$ cat src/hw/clock_pkg.sv
package clock_pkg;

  ////////////////////////////////////////
  // time and display types
  ////////////////////////////////////////

  // two bcd digits per field
  typedef struct packed {
    logic [7:0] hour;
    logic [7:0] minute;
    logic [7:0] second;
  } hms_t;

  typedef struct packed {
    logic       blink;
    logic [3:0] code;
  } led_digit_t;

  // index 7 is the leftmost digit
  typedef led_digit_t [7:0] display_t;

  typedef enum logic [1:0] {
    PAGE_TIME,
    PAGE_ALARM,
    PAGE_TIMER
  } disp_page_t;

  typedef enum logic [1:0] {
    FIELD_NONE,
    FIELD_HOUR,
    FIELD_MINUTE,
    FIELD_SECOND
  } edit_field_t;

  // codes above 9 are symbols
  localparam logic [3:0] CODE_DASH  = 4'd10;
  localparam logic [3:0] CODE_ALARM = 4'd11;
  localparam logic [3:0] CODE_TIMER = 4'd12;

  // two-digit bcd increment, wraps to 00 after max
  function automatic logic [7:0] bcd_inc(input logic [7:0] v, input logic [7:0] max);
    if (v == max) return 8'h00;
    else if (v[3:0] == 4'd9) return {v[7:4] + 4'd1, 4'd0};
    else return {v[7:4], v[3:0] + 4'd1};
  endfunction

endpackage

$ cat src/hw/alarm_match.sv
`timescale 1ns/1ps

module alarm_match (
  input  logic            clk,
  input  logic            rst_n,
  input  logic            sec_tick,
  input  logic            alarm_set,
  input  clock_pkg::hms_t alarm_time_in,
  input  logic            alarm_cancel,
  input  clock_pkg::hms_t now_time,
  output clock_pkg::hms_t alarm_time,
  output logic            alarm_ring
);

  logic armed;
  logic hit;

  // only sampled on the stroke, so one match gives one ring
  assign hit = sec_tick && armed && (now_time == alarm_time);

  always_ff @(posedge clk or negedge rst_n) begin
    if (!rst_n) begin
      alarm_time <= '0;
      armed      <= 1'b0;
      alarm_ring <= 1'b0;
    end else begin
      if (alarm_cancel) begin
        armed      <= 1'b0;
        alarm_ring <= 1'b0;
      end else if (hit) begin
        alarm_ring <= 1'b1;
      end
      if (alarm_set) begin
        alarm_time <= alarm_time_in;
        armed      <= 1'b1;
      end
    end
  end

  // ring only ever starts from a stroke
  a_ring_on_tick : assert property (
    @(posedge clk) disable iff (!rst_n)
    $rose(alarm_ring) |-> $past(sec_tick)
  );

endmodule

$ cat src/hw/clock_interface.sv
`timescale 1ns/1ps

module clock_interface (
  input  logic                clk,
  input  logic                rst_n,
  input  logic                mode_btn,
  input  logic                adjust_btn,
  input  logic                inc_btn,
  input  clock_pkg::hms_t     now_time,
  input  clock_pkg::hms_t     alarm_time,
  input  clock_pkg::hms_t     timer_count,
  input  logic                alarm_ring,
  input  logic                timer_ring,
  output logic                time_load,
  output logic                alarm_set,
  output logic                timer_load,
  output clock_pkg::hms_t     edit_value,
  output logic                alarm_cancel,
  output logic                timer_cancel,
  output clock_pkg::display_t display
);

  clock_pkg::disp_page_t  page;
  clock_pkg::edit_field_t field;
  clock_pkg::hms_t        edit_buf;
  clock_pkg::hms_t        page_value;
  clock_pkg::hms_t        shown;
  logic                   any_btn;
  logic                   ringing;
  logic                   editing;

  assign any_btn    = mode_btn | adjust_btn | inc_btn;
  assign ringing    = alarm_ring | timer_ring;
  assign editing    = (field != clock_pkg::FIELD_NONE);
  assign edit_value = edit_buf;

  always_comb begin
    case (page)
      clock_pkg::PAGE_ALARM: page_value = alarm_time;
      clock_pkg::PAGE_TIMER: page_value = timer_count;
      default:               page_value = now_time;
    endcase
  end

  assign shown = editing ? edit_buf : page_value;

  ////////////////////////////////////////
  // page and field fsm
  ////////////////////////////////////////

  always_ff @(posedge clk or negedge rst_n) begin
    if (!rst_n) begin
      page         <= clock_pkg::PAGE_TIME;
      field        <= clock_pkg::FIELD_NONE;
      time_load    <= 1'b0;
      alarm_set    <= 1'b0;
      timer_load   <= 1'b0;
      alarm_cancel <= 1'b0;
      timer_cancel <= 1'b0;
    end else begin
      time_load    <= 1'b0;
      alarm_set    <= 1'b0;
      timer_load   <= 1'b0;
      alarm_cancel <= 1'b0;
      timer_cancel <= 1'b0;
      if (ringing) begin
        // a press only silences while ringing
        alarm_cancel <= any_btn && alarm_ring;
        timer_cancel <= any_btn && timer_ring;
      end else if (adjust_btn) begin
        case (field)
          clock_pkg::FIELD_NONE:   field <= clock_pkg::FIELD_HOUR;
          clock_pkg::FIELD_HOUR:   field <= clock_pkg::FIELD_MINUTE;
          clock_pkg::FIELD_MINUTE: field <= clock_pkg::FIELD_SECOND;
          default: begin
            field      <= clock_pkg::FIELD_NONE;
            time_load  <= (page == clock_pkg::PAGE_TIME);
            alarm_set  <= (page == clock_pkg::PAGE_ALARM);
            timer_load <= (page == clock_pkg::PAGE_TIMER);
          end
        endcase
      end else if (mode_btn && !editing) begin
        case (page)
          clock_pkg::PAGE_TIME:  page <= clock_pkg::PAGE_ALARM;
          clock_pkg::PAGE_ALARM: page <= clock_pkg::PAGE_TIMER;
          default:               page <= clock_pkg::PAGE_TIME;
        endcase
      end
    end
  end

  // edit buffer, loaded on entry and walked by inc
  always_ff @(posedge clk) begin
    if (!ringing && adjust_btn && !editing) begin
      edit_buf <= page_value;
    end else if (!ringing && !adjust_btn && inc_btn) begin
      case (field)
        clock_pkg::FIELD_HOUR:   edit_buf.hour   <= clock_pkg::bcd_inc(edit_buf.hour, 8'h23);
        clock_pkg::FIELD_MINUTE: edit_buf.minute <= clock_pkg::bcd_inc(edit_buf.minute, 8'h59);
        clock_pkg::FIELD_SECOND: edit_buf.second <= clock_pkg::bcd_inc(edit_buf.second, 8'h59);
        default:                 edit_buf        <= edit_buf;
      endcase
    end
  end

  ////////////////////////////////////////
  // display
  ////////////////////////////////////////

  function automatic clock_pkg::display_t layout(
    input clock_pkg::disp_page_t  pg,
    input clock_pkg::hms_t        t,
    input clock_pkg::edit_field_t fld
  );
    clock_pkg::display_t d;
    logic                bh;
    logic                bm;
    logic                bs;
    bh = (fld == clock_pkg::FIELD_HOUR);
    bm = (fld == clock_pkg::FIELD_MINUTE);
    bs = (fld == clock_pkg::FIELD_SECOND);
    d  = '0;
    if (pg == clock_pkg::PAGE_TIME) begin
      // hh-mm-ss
      d[7] = '{blink: bh, code: t.hour[7:4]};
      d[6] = '{blink: bh, code: t.hour[3:0]};
      d[5] = '{blink: 1'b0, code: clock_pkg::CODE_DASH};
      d[4] = '{blink: bm, code: t.minute[7:4]};
      d[3] = '{blink: bm, code: t.minute[3:0]};
      d[2] = '{blink: 1'b0, code: clock_pkg::CODE_DASH};
    end else begin
      // marker, dash, hhmmss
      d[7].code = (pg == clock_pkg::PAGE_ALARM) ? clock_pkg::CODE_ALARM : clock_pkg::CODE_TIMER;
      d[6].code = clock_pkg::CODE_DASH;
      d[5] = '{blink: bh, code: t.hour[7:4]};
      d[4] = '{blink: bh, code: t.hour[3:0]};
      d[3] = '{blink: bm, code: t.minute[7:4]};
      d[2] = '{blink: bm, code: t.minute[3:0]};
    end
    d[1] = '{blink: bs, code: t.second[7:4]};
    d[0] = '{blink: bs, code: t.second[3:0]};
    return d;
  endfunction

  always_ff @(posedge clk or negedge rst_n) begin
    if (!rst_n) begin
      display <= layout(clock_pkg::PAGE_TIME, '0, clock_pkg::FIELD_NONE);
    end else begin
      display <= layout(page, shown, field);
    end
  end

  // commits go to one block at a time
  a_one_commit : assert property (
    @(posedge clk) disable iff (!rst_n)
    $onehot0({time_load, alarm_set, timer_load})
  );

endmodule

$ cat src/hw/clock_top.sv
`timescale 1ns/1ps

module clock_top #(
  parameter int unsigned TICK_DIV = 50_000_000
) (
  input  logic                clk,
  input  logic                rst_n,
  input  logic                mode_btn,
  input  logic                adjust_btn,
  input  logic                inc_btn,
  output clock_pkg::display_t display,
  output logic                alarm_ring,
  output logic                timer_ring
);

  logic            sec_tick;
  logic            time_load;
  logic            alarm_set;
  logic            timer_load;
  logic            alarm_cancel;
  logic            timer_cancel;
  clock_pkg::hms_t edit_value;
  clock_pkg::hms_t now_time;
  clock_pkg::hms_t alarm_time;
  clock_pkg::hms_t timer_count;

  second_tick #(.TICK_DIV(TICK_DIV)) u_second_tick (
    .clk      (clk),
    .rst_n    (rst_n),
    .sec_tick (sec_tick)
  );

  time_counter u_time_counter (
    .clk       (clk),
    .rst_n     (rst_n),
    .sec_tick  (sec_tick),
    .time_load (time_load),
    .time_set  (edit_value),
    .now_time  (now_time)
  );

  alarm_match u_alarm_match (
    .clk           (clk),
    .rst_n         (rst_n),
    .sec_tick      (sec_tick),
    .alarm_set     (alarm_set),
    .alarm_time_in (edit_value),
    .alarm_cancel  (alarm_cancel),
    .now_time      (now_time),
    .alarm_time    (alarm_time),
    .alarm_ring    (alarm_ring)
  );

  count_down_timer u_count_down_timer (
    .clk          (clk),
    .rst_n        (rst_n),
    .sec_tick     (sec_tick),
    .timer_load   (timer_load),
    .timer_in     (edit_value),
    .timer_cancel (timer_cancel),
    .timer_count  (timer_count),
    .timer_ring   (timer_ring)
  );

  clock_interface u_clock_interface (
    .clk          (clk),
    .rst_n        (rst_n),
    .mode_btn     (mode_btn),
    .adjust_btn   (adjust_btn),
    .inc_btn      (inc_btn),
    .now_time     (now_time),
    .alarm_time   (alarm_time),
    .timer_count  (timer_count),
    .alarm_ring   (alarm_ring),
    .timer_ring   (timer_ring),
    .time_load    (time_load),
    .alarm_set    (alarm_set),
    .timer_load   (timer_load),
    .edit_value   (edit_value),
    .alarm_cancel (alarm_cancel),
    .timer_cancel (timer_cancel),
    .display      (display)
  );

endmodule

$ cat src/hw/count_down_timer.sv
`timescale 1ns/1ps

module count_down_timer (
  input  logic            clk,
  input  logic            rst_n,
  input  logic            sec_tick,
  input  logic            timer_load,
  input  clock_pkg::hms_t timer_in,
  input  logic            timer_cancel,
  output clock_pkg::hms_t timer_count,
  output logic            timer_ring
);

  logic            running;
  logic            sec_borrow;
  logic            min_borrow;
  clock_pkg::hms_t next_count;

  // two-digit bcd decrement, 00 goes back to max
  function automatic logic [7:0] bcd_dec(input logic [7:0] v, input logic [7:0] max);
    if (v == 8'h00) return max;
    else if (v[3:0] == 4'd0) return {v[7:4] - 4'd1, 4'd9};
    else return {v[7:4], v[3:0] - 4'd1};
  endfunction

  assign sec_borrow = (timer_count.second == 8'h00);
  assign min_borrow = sec_borrow && (timer_count.minute == 8'h00);

  always_comb begin
    next_count        = timer_count;
    next_count.second = bcd_dec(timer_count.second, 8'h59);
    if (sec_borrow) begin
      next_count.minute = bcd_dec(timer_count.minute, 8'h59);
    end
    // a running count is non-zero, so hours never underflow
    if (min_borrow) begin
      next_count.hour = bcd_dec(timer_count.hour, 8'h23);
    end
  end

  always_ff @(posedge clk or negedge rst_n) begin
    if (!rst_n) begin
      timer_count <= '0;
      running     <= 1'b0;
      timer_ring  <= 1'b0;
    end else begin
      if (timer_cancel) begin
        timer_ring <= 1'b0;
      end
      if (timer_load) begin
        timer_count <= timer_in;
        running     <= (timer_in != '0);
      end else if (running && sec_tick) begin
        timer_count <= next_count;
        if (next_count == '0) begin
          running    <= 1'b0;
          timer_ring <= 1'b1;
        end
      end
    end
  end

  // a stopped timer holds its count
  a_count_frozen : assert property (
    @(posedge clk) disable iff (!rst_n)
    (!running && !timer_load) |=> $stable(timer_count)
  );

endmodule

$ cat src/hw/second_tick.sv
`timescale 1ns/1ps

module second_tick #(
  parameter int unsigned TICK_DIV = 50_000_000
) (
  input  logic clk,
  input  logic rst_n,
  output logic sec_tick
);

  localparam int unsigned CNT_W = (TICK_DIV > 1) ? $clog2(TICK_DIV) : 1;

  logic [CNT_W-1:0] cnt;
  logic             wrap;

  assign wrap = (cnt == CNT_W'(TICK_DIV - 1));

  always_ff @(posedge clk or negedge rst_n) begin
    if (!rst_n) begin
      cnt      <= '0;
      sec_tick <= 1'b0;
    end else begin
      // stroke lands on the cycle after the wrap
      sec_tick <= wrap;
      cnt      <= wrap ? '0 : cnt + 1'b1;
    end
  end

  // strokes are isolated single cycles
  a_tick_single : assert property (
    @(posedge clk) disable iff (!rst_n)
    (TICK_DIV > 1 && sec_tick) |=> !sec_tick
  );

endmodule

$ cat src/hw/time_counter.sv
`timescale 1ns/1ps

module time_counter (
  input  logic            clk,
  input  logic            rst_n,
  input  logic            sec_tick,
  input  logic            time_load,
  input  clock_pkg::hms_t time_set,
  output clock_pkg::hms_t now_time
);

  logic sec_wrap;
  logic min_wrap;

  // carry out of each stage
  assign sec_wrap = (now_time.second == 8'h59);
  assign min_wrap = (now_time.minute == 8'h59);

  always_ff @(posedge clk or negedge rst_n) begin
    if (!rst_n) begin
      now_time <= '0;
    end else if (time_load) begin
      now_time <= time_set;
    end else if (sec_tick) begin
      now_time.second <= clock_pkg::bcd_inc(now_time.second, 8'h59);
      if (sec_wrap) begin
        now_time.minute <= clock_pkg::bcd_inc(now_time.minute, 8'h59);
        if (min_wrap) begin
          now_time.hour <= clock_pkg::bcd_inc(now_time.hour, 8'h23);
        end
      end
    end
  end

  ////////////////////////////////////////
  // checks
  ////////////////////////////////////////

  // every digit stays a legal wall-clock value
  a_time_range : assert property (
    @(posedge clk) disable iff (!rst_n)
    now_time.hour <= 8'h23 && now_time.hour[3:0] <= 4'd9 &&
    now_time.minute <= 8'h59 && now_time.minute[3:0] <= 4'd9 &&
    now_time.second <= 8'h59 && now_time.second[3:0] <= 4'd9
  );

endmodule

$ cat config.mk
export PLATFORM = sky130hd
export DESIGN_NAME = clock_top
export DESIGN_NICKNAME = d
export VERILOG_FILES = /design/src/hw/clock_pkg.sv /design/src/hw/alarm_match.sv /design/src/hw/clock_interface.sv /design/src/hw/clock_top.sv /design/src/hw/count_down_timer.sv /design/src/hw/second_tick.sv /design/src/hw/time_counter.sv
export SDC_FILE = /design/constraint.sdc
export NUM_CORES = 1
export LEC_CHECK = 0
export ABC_AREA = 1
export BUFFER_PORTS_ARGS = -buffer_cell sky130_fd_sc_hd__buf_2
export CORE_ASPECT_RATIO = 1.1
export CORE_MARGIN = 5
export CORE_UTILIZATION = 42
export CTS_BUF_LIST = sky130_fd_sc_hd__clkbuf_2 sky130_fd_sc_hd__clkbuf_4 sky130_fd_sc_hd__clkbuf_8
export DETAILED_ROUTE_END_ITERATION = 7
export GPL_ROUTABILITY_DRIVEN = 0
export PLACE_DENSITY_LB_ADDON = 0.2
export SLEW_MARGIN = 20
export SYNTH_ARGS = -nofsm -noshare
export SYNTH_HDL_FRONTEND = slang
export SYNTH_SLANG_ARGS = --single-unit
$ cat constraint.sdc
create_clock -name clk -period 2.2 [get_ports clk]
set_clock_uncertainty 0.1 [all_clocks]
set_input_delay 0.44 -clock clk [delete_from_list [all_inputs] [get_ports clk]]
set_output_delay 0.44 -clock clk [all_outputs]
set_load 0.01 [all_outputs]
==> flow_metrics.env, run 1 <==
export IMPL_status="finished, final reports clean"
export IMPL_cp_end_kind="flop"
export IMPL_hold_depth=3
export IMPL_diodes=0
export IMPL_track_usage_pct=22.2
export IMPL_grt_first_pass_wirelength_mm=47.7
export IMPL_nFillCells=2290
export IMPL_hold_viol=0
export IMPL_synth_simple_area_share_pct=22.8
export IMPL_clk_latency_ns=0.48
export IMPL_fmax_mhz=475
export IMPL_arrival_ns=2.42
export IMPL_die_x_um=158
export IMPL_totalPowerFinal_mw=15.1
export IMPL_cts_tree="yes"
export IMPL_synthDistinctLibCells=49
export IMPL_worstHoldStart="mode_btn"
export IMPL_first_pass_iters=6
export IMPL_final_util_pct=49.4
export IMPL_crit_type="flop to flop"
export IMPL_yosys_area_share_adder_pct=5.45
export IMPL_hold_slack_ns=0.155
export IMPL_grt_max_degree=50
export IMPL_vias=8979
export IMPL_crit_required_ns=2.52
export IMPL_p_per_area_mw_per_mm2=1290
export IMPL_yosys_most_used_dff="dfrtp_1"
export IMPL_timing_final_crit_period_ns=2.10
export IMPL_synth_edf_count=24
export IMPL_synth_seq_cells=174
export IMPL_syn_area_mm2=0.0101
export IMPL_synthXorXnorAreaFrac_pct=3.73
export IMPL_mostFrequentLayoutCells="nand2_1, inv_1, dfrtp_1, o21ai_0, nor2_1"
export IMPL_place_port_buffers=46
export IMPL_final_common_cell="nand2_1"
export IMPL_final_antenna_net_count=0
export IMPL_nets=1391
export IMPL_die_area_mm2=0.0273
export IMPL_fin_crit_sh_pct=95.6
export IMPL_reg2reg_depth=13
export IMPL_path_max_fanout=11
export IMPL_synth_top_family_by_area="simple AND/OR/NAND/NOR gates"
export IMPL_htree_levels=4
export IMPL_drive_gt1_share_pct=17.3
export IMPL_synth_warnings=0
export IMPL_synth_area_mux_share_pct=0.198
export IMPL_drc=0
export IMPL_rows=59
export IMPL_vias_per_cell=5.41
export IMPL_slew_headroom_pct=66.3
export IMPL_syn_to_final_growth_pct=15.7
export IMPL_cts_buffer_depth=2
export IMPL_clkTransAtPathRegs_ns=0.09
export IMPL_start_util_pct=42.7
export IMPL_numCtsBuffers=17
export IMPL_routedWlPerCell_um=18.1
export IMPL_syn_num_nets=1283
export IMPL_pin_count=47
export IMPL_drv_slew=0
export IMPL_whs_endpoint="u_clock_interface.alarm_cancel"
export IMPL_async_flop_share_pct=86.2
export IMPL_ir_worst_vdd_mv=0.488
export IMPL_power_leakage_nw=5.59
export IMPL_drv_cap=0
export IMPL_wirelength_mm=30.0
export IMPL_cts_root_buf="clkbuf_8"
export IMPL_antenna_found_initial=0
export IMPL_cp_start_kind="flop"
export IMPL_hpwl_mm=23.2
export IMPL_reg2reg_to="u_count_down_timer.timer_ring"
export IMPL_dpl_cell_count=1617
export IMPL_clock_sinks=174
export IMPL_setup_viol=0
export IMPL_grt_pass1_vias=8727
export IMPL_rsz0062_at_grt="true"
export IMPL_drt_initial_drc_count=911
export IMPL_syn_inst=1234
export IMPL_coreArea_mm2=0.0237
export IMPL_synth_seq_area_share_pct=44.3
export IMPL_synth_compound_area_share_pct=15.1
export IMPL_grt_overflow=0
export IMPL_syn_avg_cell_area_um2=8.19
export IMPL_min_path_type="primary input to flop"
export IMPL_layoutNonFillerInstCount=1660
export IMPL_worst_pin_slew_ns=0.503
export IMPL_ff2ff_setup_slack_ns=0.1
export IMPL_die_h_um=173
export IMPL_reg2reg_from="u_count_down_timer.timer_count[4]"
## critical path: stages, from the launching register on
cell	delay [ns]
dfrtp_1	0.39
inv_1	0.11
ha_4	0.16
nand2_2	0.10
nor2_8	0.15
nand2_4	0.13
buf_4	0.18
nand2_4	0.05
nand2_2	0.06
nor2_2	0.14
nand2_1	0.09
nor2_2	0.12
nand4_1	0.17
nand2_1	0.09
## worst max-delay path by stage
| stage | startpoint | end | slack [ns] |
|---|---|---|---|
| final | u_count_down_timer.timer_count[4] | u_count_down_timer.timer_ring | 0.1 |
| after global routing | u_count_down_timer.timer_count[21] | u_count_down_timer.timer_ring | -0.05 |
| after CTS | u_count_down_timer.timer_count[5] | u_count_down_timer.timer_ring | 0.01 |
| after detailed placement | u_count_down_timer.timer_count[5] | u_count_down_timer.timer_ring | -0.06 |
| after global placement | u_count_down_timer.timer_count[5] | u_count_down_timer.timer_ring | -0.04 |
| after floorplan | u_clock_interface.field[0] | u_clock_interface.edit_value[12] | 0.13 |
## registers in the layout, summed over array words and instances, names as in the netlist
name	cells
u_clock_interface.timer_load	1
u_count_down_timer.timer_count	24
u_count_down_timer.timer_ring	1
u_clock_interface.alarm_set	1
u_time_counter.now_time	24
u_clock_interface.edit_value	24
u_clock_interface.alarm_cancel	1
u_count_down_timer.running	1
u_alarm_match.alarm_time	24
u_clock_interface.time_load	1
u_alarm_match.alarm_ring	1
u_second_tick.sec_tick	1
u_alarm_match.armed	1
u_second_tick.cnt	26
u_clock_interface.page	2
u_clock_interface.timer_cancel	1
u_clock_interface.field	2
u_clock_interface.display	38
## cell type report
class | instances | area (um2) | share of cell area (%)
Multi-Input combinational cell | 844 | 4860 | 41.5
Sequential cell | 174 | 4480 | 38.3
Timing Repair Buffer | 126 | 893 | 7.64
Inverter | 178 | 676 | 5.77
Tap cell | 305 | 382 | 3.26
Clock buffer | 23 | 292 | 2.49
Clock inverter | 9 | 113 | 0.962
Timing Repair inverter | 1 | 5.00 | 0.0428
## metrics by stage
step / worst slack, ns / TNS [ns] / area [um2]
2_1_floorplan: 0.127 / 0 / 10100
3_3_place_gp: -0.0423 / -0.0423 / 11100
3_5_place_dp: -0.0645 / -0.0645 / 11100
4_1_cts: 0.0116 / 0 / 11600
5_1_grt: -0.0469 / -0.0502 / 11700
6_report: 0.0967 / 0 / 11700
## synthesized netlist by cell type, types with 5 or more instances
cell type | number | area (um2)
buf_2 | 11 | 55.1
nand4_1 | 17 | 106
nor4_1 | 7 | 43.8
nand2_4 | 5 | 56.3
nor3_1 | 19 | 95.1
edfxtp_1 | 24 | 721
nor2_1 | 91 | 342
nand2_1 | 247 | 927
inv_1 | 169 | 634
nand3_1 | 67 | 335
o22ai_1 | 51 | 319
o21ai_0 | 121 | 606
ha_1 | 44 | 551
or2_2 | 6 | 37.5
inv_2 | 9 | 33.8
a21oi_1 | 26 | 130
xor2_1 | 31 | 272
o221ai_1 | 31 | 272
dfrtp_1 | 146 | 3650
xnor2_1 | 12 | 105
nand2_2 | 10 | 62.6
clkbuf_1 | 22 | 82.6
nor2_2 | 9 | 56.3
## logic make-up after synthesis
kind of cell / Yosys count
AO/OA/AOI/OAI: 255
XOR/XNOR: 43
adder cells (fa/ha/maj): 44
buffers and inverters: 216
flip-flops: 174
multiplexers: 2
AND/OR/NAND/NOR: 500
## per-layer routing
layer | track usage, % | part of all wire (%)
met5 | 0 | 0
met2 | 35.3 | 47
met1 | 30.5 | 43
met3 | 3.95 | 6.6
met4 | 7.74 | 3.1
## timing repair
item,in CTS,in global routing
buffers inserted,0,9
pin swaps,2,4
setup endpoints to repair,1,43
gates resized for setup,4,31
gates cloned,0,1
hold buffers,1,0
hold endpoints to repair,29,0
## power breakdown
part | internal [mW] | switching [mW] | leakage [nW]
registers | 4.23 | 0.634 | 2.17
clock network | 1.12 | 1.23 | 0.196
logic | 2.85 | 5.03 | 3.22
total | 8.21 | 6.89 | 5.59
Power figures use the tool's default switching activity.
==> run 2, diff against run 1 <==
Settings changed: BUFFER_PORTS_ARGS -buffer_cell sky130_fd_sc_hd__buf_2 to -buffer_cell sky130_fd_sc_hd__buf_4.
==> run 2 against run 1 <==
Cell area is 1.1% higher. Sequential cell count unchanged. Final cell count up 0.30%.
==> flow_metrics.env, run 2 (synthesis results as in run 1) <==
export IMPL_layoutNonFillerInstCount=1665
export IMPL_drt_initial_drc_count=822
export IMPL_nets=1395
export IMPL_cp_start_kind="flop"
export IMPL_regMostFlops="u_clock_interface.display"
export IMPL_start_util_pct=42.7
export IMPL_crit_start="u_count_down_timer.timer_count[8]"
export IMPL_worstPathCellList="inv_1 > ha_1 > nand3_2 > nor2_8 > nand2_4 > buf_4 > nand2_1 > and2_2 > nand2_1 > nor2_1 > nand4_1 > nand2_1"
export IMPL_internal_power_mw=8.41
export IMPL_ir_worst_vdd_mv=0.469
export IMPL_die_x_um=158
export IMPL_cp_num_cells=12
export IMPL_hold_viol=0
export IMPL_p_seq_share_pct=31.5
export IMPL_p_sw_share_pct=45.6
export IMPL_fmax_mhz=484
export IMPL_fin_crit_sh_pct=94.0
export IMPL_reg2reg_depth=12
export IMPL_pwr_share_comb_pct=53.1
export IMPL_track_usage_pct=22.5
export IMPL_final_antenna_net_count=0
export IMPL_reg2reg_to="u_count_down_timer.timer_ring"
export IMPL_place_port_buffers=46
export IMPL_clkTransAtPathRegs_ns=0.10
export IMPL_grt_util_met3_pct=3.52
export IMPL_worst_path_most_repeated_cell="nand2_1"
export IMPL_wirelength_mm=30.4
export IMPL_multi_input_comb_area_mm2=0.00485
export IMPL_cts_buffer_depth=2
export IMPL_cp_end_kind="flop"
export IMPL_htree_levels=4
export IMPL_crit_type="flop to flop"
export IMPL_p_per_area_mw_per_mm2=1310
export IMPL_pin_count=47
export IMPL_p_switching_mw=7.05
export IMPL_hpwl_mm=23.5
export IMPL_clock_sinks=174
export IMPL_timing_final_crit_period_ns=2.07
export IMPL_routedWlPerCell_um=18.2
export IMPL_reg_top3="u_clock_interface.display: 38 flops, u_second_tick.cnt: 26 flops"
export IMPL_antenna_found_initial=1
export IMPL_critPathSlowestCell="dfrtp_1"
export IMPL_crit_end="u_count_down_timer.timer_ring"
export IMPL_setup_viol=0
export IMPL_crit_required_ns=2.52
export IMPL_die_h_um=173
export IMPL_rsz0062_at_grt="true"
export IMPL_largest_reg_flops=38
export IMPL_drc=0
export IMPL_ff2ff_setup_slack_ns=0.13
export IMPL_drive_gt1_share_pct=17.8
export IMPL_drv_cap=0
export IMPL_drv_slew=0
export IMPL_power_leakage_nw=5.64
export IMPL_use_met1_pct=31.2
export IMPL_die_area_mm2=0.0273
export IMPL_numCtsBuffers=17
export IMPL_setup_slack_ns=0.133
export IMPL_mostFrequentLayoutCells="nand2_1, inv_1, dfrtp_1, buf_4, o21ai_0"
export IMPL_grt_pass1_vias=8688
export IMPL_placed_area_mm2=0.0113
export IMPL_min_path_type="primary input to flop"
export IMPL_totalPowerFinal_mw=15.5
export IMPL_vias_per_cell=5.44
export IMPL_cts_tree="yes"
export IMPL_post_place_ws_ns=-0.0234
export IMPL_grt_first_pass_wirelength_mm=48.2
export IMPL_status="finished, final reports clean"
export IMPL_worst_pin_slew_ns=0.610
export IMPL_nFillCells=2303
export IMPL_p_clk_share_pct=15.4
export IMPL_grt_overflow=0
export IMPL_arrival_ns=2.38
export IMPL_slew_headroom_pct=59.3
export IMPL_dpl_cell_count=1625
export IMPL_slowest_delay_ns=0.40
export IMPL_coreArea_mm2=0.0237
export IMPL_clk_latency_ns=0.48
export IMPL_hold_slack_ns=0.148
export IMPL_busiest_layer="met2"
export IMPL_path_delay_family="simple AND/OR/NAND/NOR gates"
export IMPL_grt_max_degree=57
export IMPL_final_common_cell="nand2_1"
export IMPL_reg2reg_from="u_count_down_timer.timer_count[8]"
export IMPL_use_met2_pct=35.7
export IMPL_syn_to_final_growth_pct=17.0
export IMPL_vias=9054
export IMPL_post_route_cell_area_mm2=0.0118
export IMPL_path_max_fanout=11
export IMPL_first_pass_iters=5
export IMPL_rows=59
export IMPL_register_area_mm2=0.00448
export IMPL_path_buf_inv=2
export IMPL_cts_root_buf="clkbuf_8"
-- run 2: metal layers --
metal  up-vias  share of wire (%)
li1       4348                  -
met1      4355                 44
met2       294                 48
met3        57                5.7
met4         0                2.9
met5         -                  0
-- run 2: how the worst min path moves through the flow --
stage / from / end / slack [ns] / cells past startpoint
finish: inc_btn / u_clock_interface.alarm_cancel / 0.15 / 3
detailed placement: rst_n / u_clock_interface.display[2] / 0.35 / 1
global route: inc_btn / u_clock_interface.alarm_cancel / 0.13 / 3
floorplan: rst_n / u_alarm_match.alarm_ring / 0.04 / 0
global placement: rst_n / u_clock_interface.display[2] / 0.34 / 1
CTS: mode_btn / u_clock_interface.alarm_cancel / 0.13 / 3
-- run 2: cell type report --
class	count	area share, %
Clock inverter	15	1.51
Multi-Input combinational cell	844	41.0
Timing Repair Buffer	131	8.68
Sequential cell	174	37.9
Antenna cell	1	0.0212
Clock buffer	17	1.98
Tap cell	305	3.23
Inverter	178	5.70
-- run 2: per-stage QoR --
| stage | setup TNS, ns | util, % |
|---|---|---|
| floorplan | 0 | - |
| global placement | 0 | 47.6 |
| detailed placement | -0.0325 | 47.6 |
| CTS | 0 | 49.5 |
| global route | -0.0646 | 49.9 |
| finish | 0 | 49.9 |
-- run 2: timing repair --
action | in CTS | in global routing
pin swaps | 0 | 4
endpoints found under the hold margin | 49 | 0
setup buffers | 3 | 3
hold buffers | 1 | 0
setup endpoints to repair | 4 | 32
resized for setup | 2 | 28
-- run 2: worst reg2reg max path: stages (launching register included) --
cell	delay, ns
dfrtp_1	0.40
inv_1	0.08
ha_1	0.18
nand3_2	0.16
nor2_8	0.14
nand2_4	0.12
buf_4	0.17
nand2_1	0.07
and2_2	0.15
nand2_1	0.05
nor2_1	0.10
nand4_1	0.17
nand2_1	0.11
-- run 2: power groups by stage --
stage	Sequential (mW)	Clock [mW]	Combinational, mW
2_1_floorplan	4.95	0	4.82
3_3_place_gp	4.91	0	7.82
3_5_place_dp	4.93	0	7.85
4_1_cts	4.86	2.43	7.92
5_1_grt	4.96	2.57	9.10
6_report	4.87	2.38	8.21
==> run 3, diff against run 2 <==
Settings changed: ABC_AREA 1 to default.
Clock period 2.2 ns to 2.3 ns, I/O delays scaled along.
==> run 3 against run 2 <==
Register-to-register slack worse by 0.26 ns. The run now ends with setup timing left. Area after synthesis down 3.8%. Global-route usage down 2.0 points. First-iteration DRC count down 39%. Via count down 13%. Synthesized cell count down 18%. Worst setup slack worse by 0.26 ns. Critical endpoint is now u_count_down_timer.running. Power up 1.7%.
==> flow_metrics.env, run 3 <==
export IMPL_violations="setup timing"
export IMPL_clk_latency_ns=0.47
export IMPL_p_switching_mw=6.60
export IMPL_hpwl_mm=19.8
export IMPL_hold_slack_ns=0.189
export IMPL_largest_reg_flops=38
export IMPL_first_pass_iters=5
export IMPL_die_x_um=155
export IMPL_synth_seq_cells=174
export IMPL_p_per_area_mw_per_mm2=1340
export IMPL_diodes=0
export IMPL_crit_type="flop to flop"
export IMPL_setup_slack_ns=-0.126
export IMPL_cts_buffer_depth=2
export IMPL_critPathSlowestCell="or4_4"
export IMPL_wirelength_mm=26.4
export IMPL_path_buf_inv=0
export IMPL_final_util_pct=51.4
export IMPL_timing_final_crit_period_ns=2.43
export IMPL_drv_slew=0
export IMPL_synthTopCellsByArea="dfrtp_1, edfxtp_1, ha_1"
export IMPL_synth_common_cells="dfrtp_1, nand2_1, nor2_1, o21ai_0, a21oi_1"
export IMPL_yosysTopAreaCell="dfrtp_1"
export IMPL_status="finished with violations"
export IMPL_track_usage_pct=20.5
export IMPL_rsz0062_at_grt="true"
export IMPL_grt_first_pass_wirelength_mm=42.6
export IMPL_rows=58
export IMPL_vias_per_cell=5.45
export IMPL_die_h_um=170
export IMPL_synth_edf_count=24
export IMPL_synth_warnings=0
export IMPL_nets=1184
export IMPL_numCtsBuffers=17
export IMPL_fmax_mhz=412
export IMPL_yosys_most_used_dff="dfrtp_1"
export IMPL_die_area_mm2=0.0263
export IMPL_arrival_ns=2.68
export IMPL_placed_area_mm2=0.0111
export IMPL_clock_sinks=174
export IMPL_antenna_found_initial=0
export IMPL_cts_root_buf="clkbuf_8"
export IMPL_internal_power_mw=9.13
export IMPL_start_util_pct=42.6
export IMPL_drt_initial_drc_count=504
export IMPL_grt_overflow=0
export IMPL_crit_required_ns=2.55
export IMPL_grt_pass1_vias=7744
export IMPL_clkTransAtPathRegs_ns=0.10
export IMPL_cp_start_kind="flop"
export IMPL_cts_tree="yes"
export IMPL_worst_pin_slew_ns=0.585
export IMPL_p_sw_share_pct=41.9
export IMPL_drv_cap=0
export IMPL_place_port_buffers=46
export IMPL_dpl_cell_count=1408
export IMPL_synth_top_area_share_pct=37.6
export IMPL_yosysMostFrequentCell="dfrtp_1"
export IMPL_mostFrequentLayoutCells="buf_4, dfrtp_1, nand2_1, nor2_1, o21ai_0"
export IMPL_drive_gt1_share_pct=23.6
export IMPL_synthDistinctLibCells=70
export IMPL_syn_avg_cell_area_um2=9.63
export IMPL_setup_viol=3
export IMPL_layoutNonFillerInstCount=1448
export IMPL_cp_end_kind="flop"
export IMPL_routedWlPerCell_um=18.2
export IMPL_coreArea_mm2=0.0229
export IMPL_reg_top3="u_clock_interface.display: 38 flops, u_second_tick.cnt: 26 flops"
export IMPL_syn_area_mm2=0.00973
export IMPL_slew_headroom_pct=60.6
export IMPL_drc=0
export IMPL_hold_viol=0
export IMPL_p_seq_share_pct=32.0
export IMPL_syn_num_nets=1059
export IMPL_worstPathCellList="or4_4 > nor4_4 > mux2i_1 > o2111ai_1 > or4_4 > nor2b_4"
export IMPL_grt_max_degree=49
export IMPL_pin_count=47
export IMPL_fin_crit_sh_pct=105
export IMPL_worst_path_most_repeated_cell="or4_4"
export IMPL_synth_seq_area_share_pct=46.0
export IMPL_pwr_share_comb_pct=52.8
export IMPL_htree_levels=4
export IMPL_path_delay_family="simple AND/OR/NAND/NOR gates"
export IMPL_min_path_type="primary input to flop"
export IMPL_syn_to_final_growth_pct=20.8
export IMPL_async_flop_share_pct=86.2
export IMPL_p_clk_share_pct=15.2
export IMPL_post_route_cell_area_mm2=0.0118
export IMPL_regMostFlops="u_clock_interface.display"
export IMPL_vias=7887
export IMPL_ir_worst_vdd_mv=0.698
export IMPL_path_max_fanout=2
export IMPL_power_leakage_nw=5.26
export IMPL_final_common_cell="buf_4"
export IMPL_slowest_delay_ns=0.56
export IMPL_final_antenna_net_count=0
export IMPL_syn_inst=1010
run 3: cell count changes in the layout (fill, tap and decap cells not counted), sizes merged, moves of 24 or more:
cell    before  now
nand2      262  105
inv        183   51
o21ai      124   74
o22ai       51    2
mux2         0   38
a21oi       26   58
mux2i        2   34
buf        130  161
o221ai      31    0
nand3       71   42
a22oi        2   26
run 3: cell type report:
cell class              instances  area (um2)
clock buffers                  18         248
clock inverters                14         195
fillers                      2085       11100
inverters                      43         161
multi-input cells             737        4990
flip-flops and latches        174        4480
well taps                     300         375
repair buffers                162        1300
run 3: worst paths after layout:
check	slack, ns	cells after the start	startpoint	to
min	0.19	3	inc_btn	u_clock_interface.timer_cancel
min reg2reg	0.32	1	u_clock_interface.timer_cancel	u_count_down_timer.timer_ring
max	-0.13	6	u_count_down_timer.timer_count[3]	u_count_down_timer.running
min in group asynchronous	0.37	2	rst_n	u_clock_interface.field[0]
max reg2reg	-0.13	6	u_count_down_timer.timer_count[3]	u_count_down_timer.running
max in group asynchronous	1.14	3	rst_n	u_second_tick.cnt[9]
run 3: cell families after synthesis:
group	share of synthesized area, %
simple gates	18.9
compound gates	12.3
fa+ha+maj	5.66
mux	7.90
flops	46.0
buf+inv	4.08
xor+xnor	5.13
run 3: metrics by stage:
step	total power, mW	worst slack (ns)	setup TNS [ns]
final	15.7	-0.126	-0.232
after global routing	16.8	-0.249	-0.593
after CTS	15.7	-0.0942	-0.130
after detailed placement	13.1	-0.192	-0.282
after global placement	13.0	-0.134	-0.164
after floorplan	9.82	-0.122	-0.139
run 3: worst reg2reg max path, stage by stage, from the launching register on:
cell	delay, ns
dfrtp_2	0.42
or4_4	0.56
nor4_4	0.15
mux2i_1	0.27
o2111ai_1	0.16
or4_4	0.51
nor2b_4	0.14
run 3: power by group through the flow:
stage | Sequential (mW) | Combinational [mW] | Clock [mW]
after CTS | 5.03 | 8.21 | 2.45
after global placement | 5.08 | 7.95 | 0
after global routing | 5.16 | 9.07 | 2.56
final | 5.04 | 8.30 | 2.39
after detailed placement | 5.09 | 8.04 | 0
after floorplan | 5.20 | 4.62 | 0
run 3: metal layers:
layer | vias up | part of all wire (%) | track usage, %
met4 | 0 | 2.8 | 6.64
met1 | 3840 | 43 | 27.1
met5 | - | 0 | 0
met3 | 42 | 5.1 | 3.42
li1 | 3792 | - | -
met2 | 213 | 49 | 34.5
run 3: what timing repair did:
action	CTS	global route
endpoints found under the setup margin	2	16
hold endpoints to repair	37	0
pin swaps	8	7
setup buffers	6	1
resized for setup	6	15
hold buffers	1	0
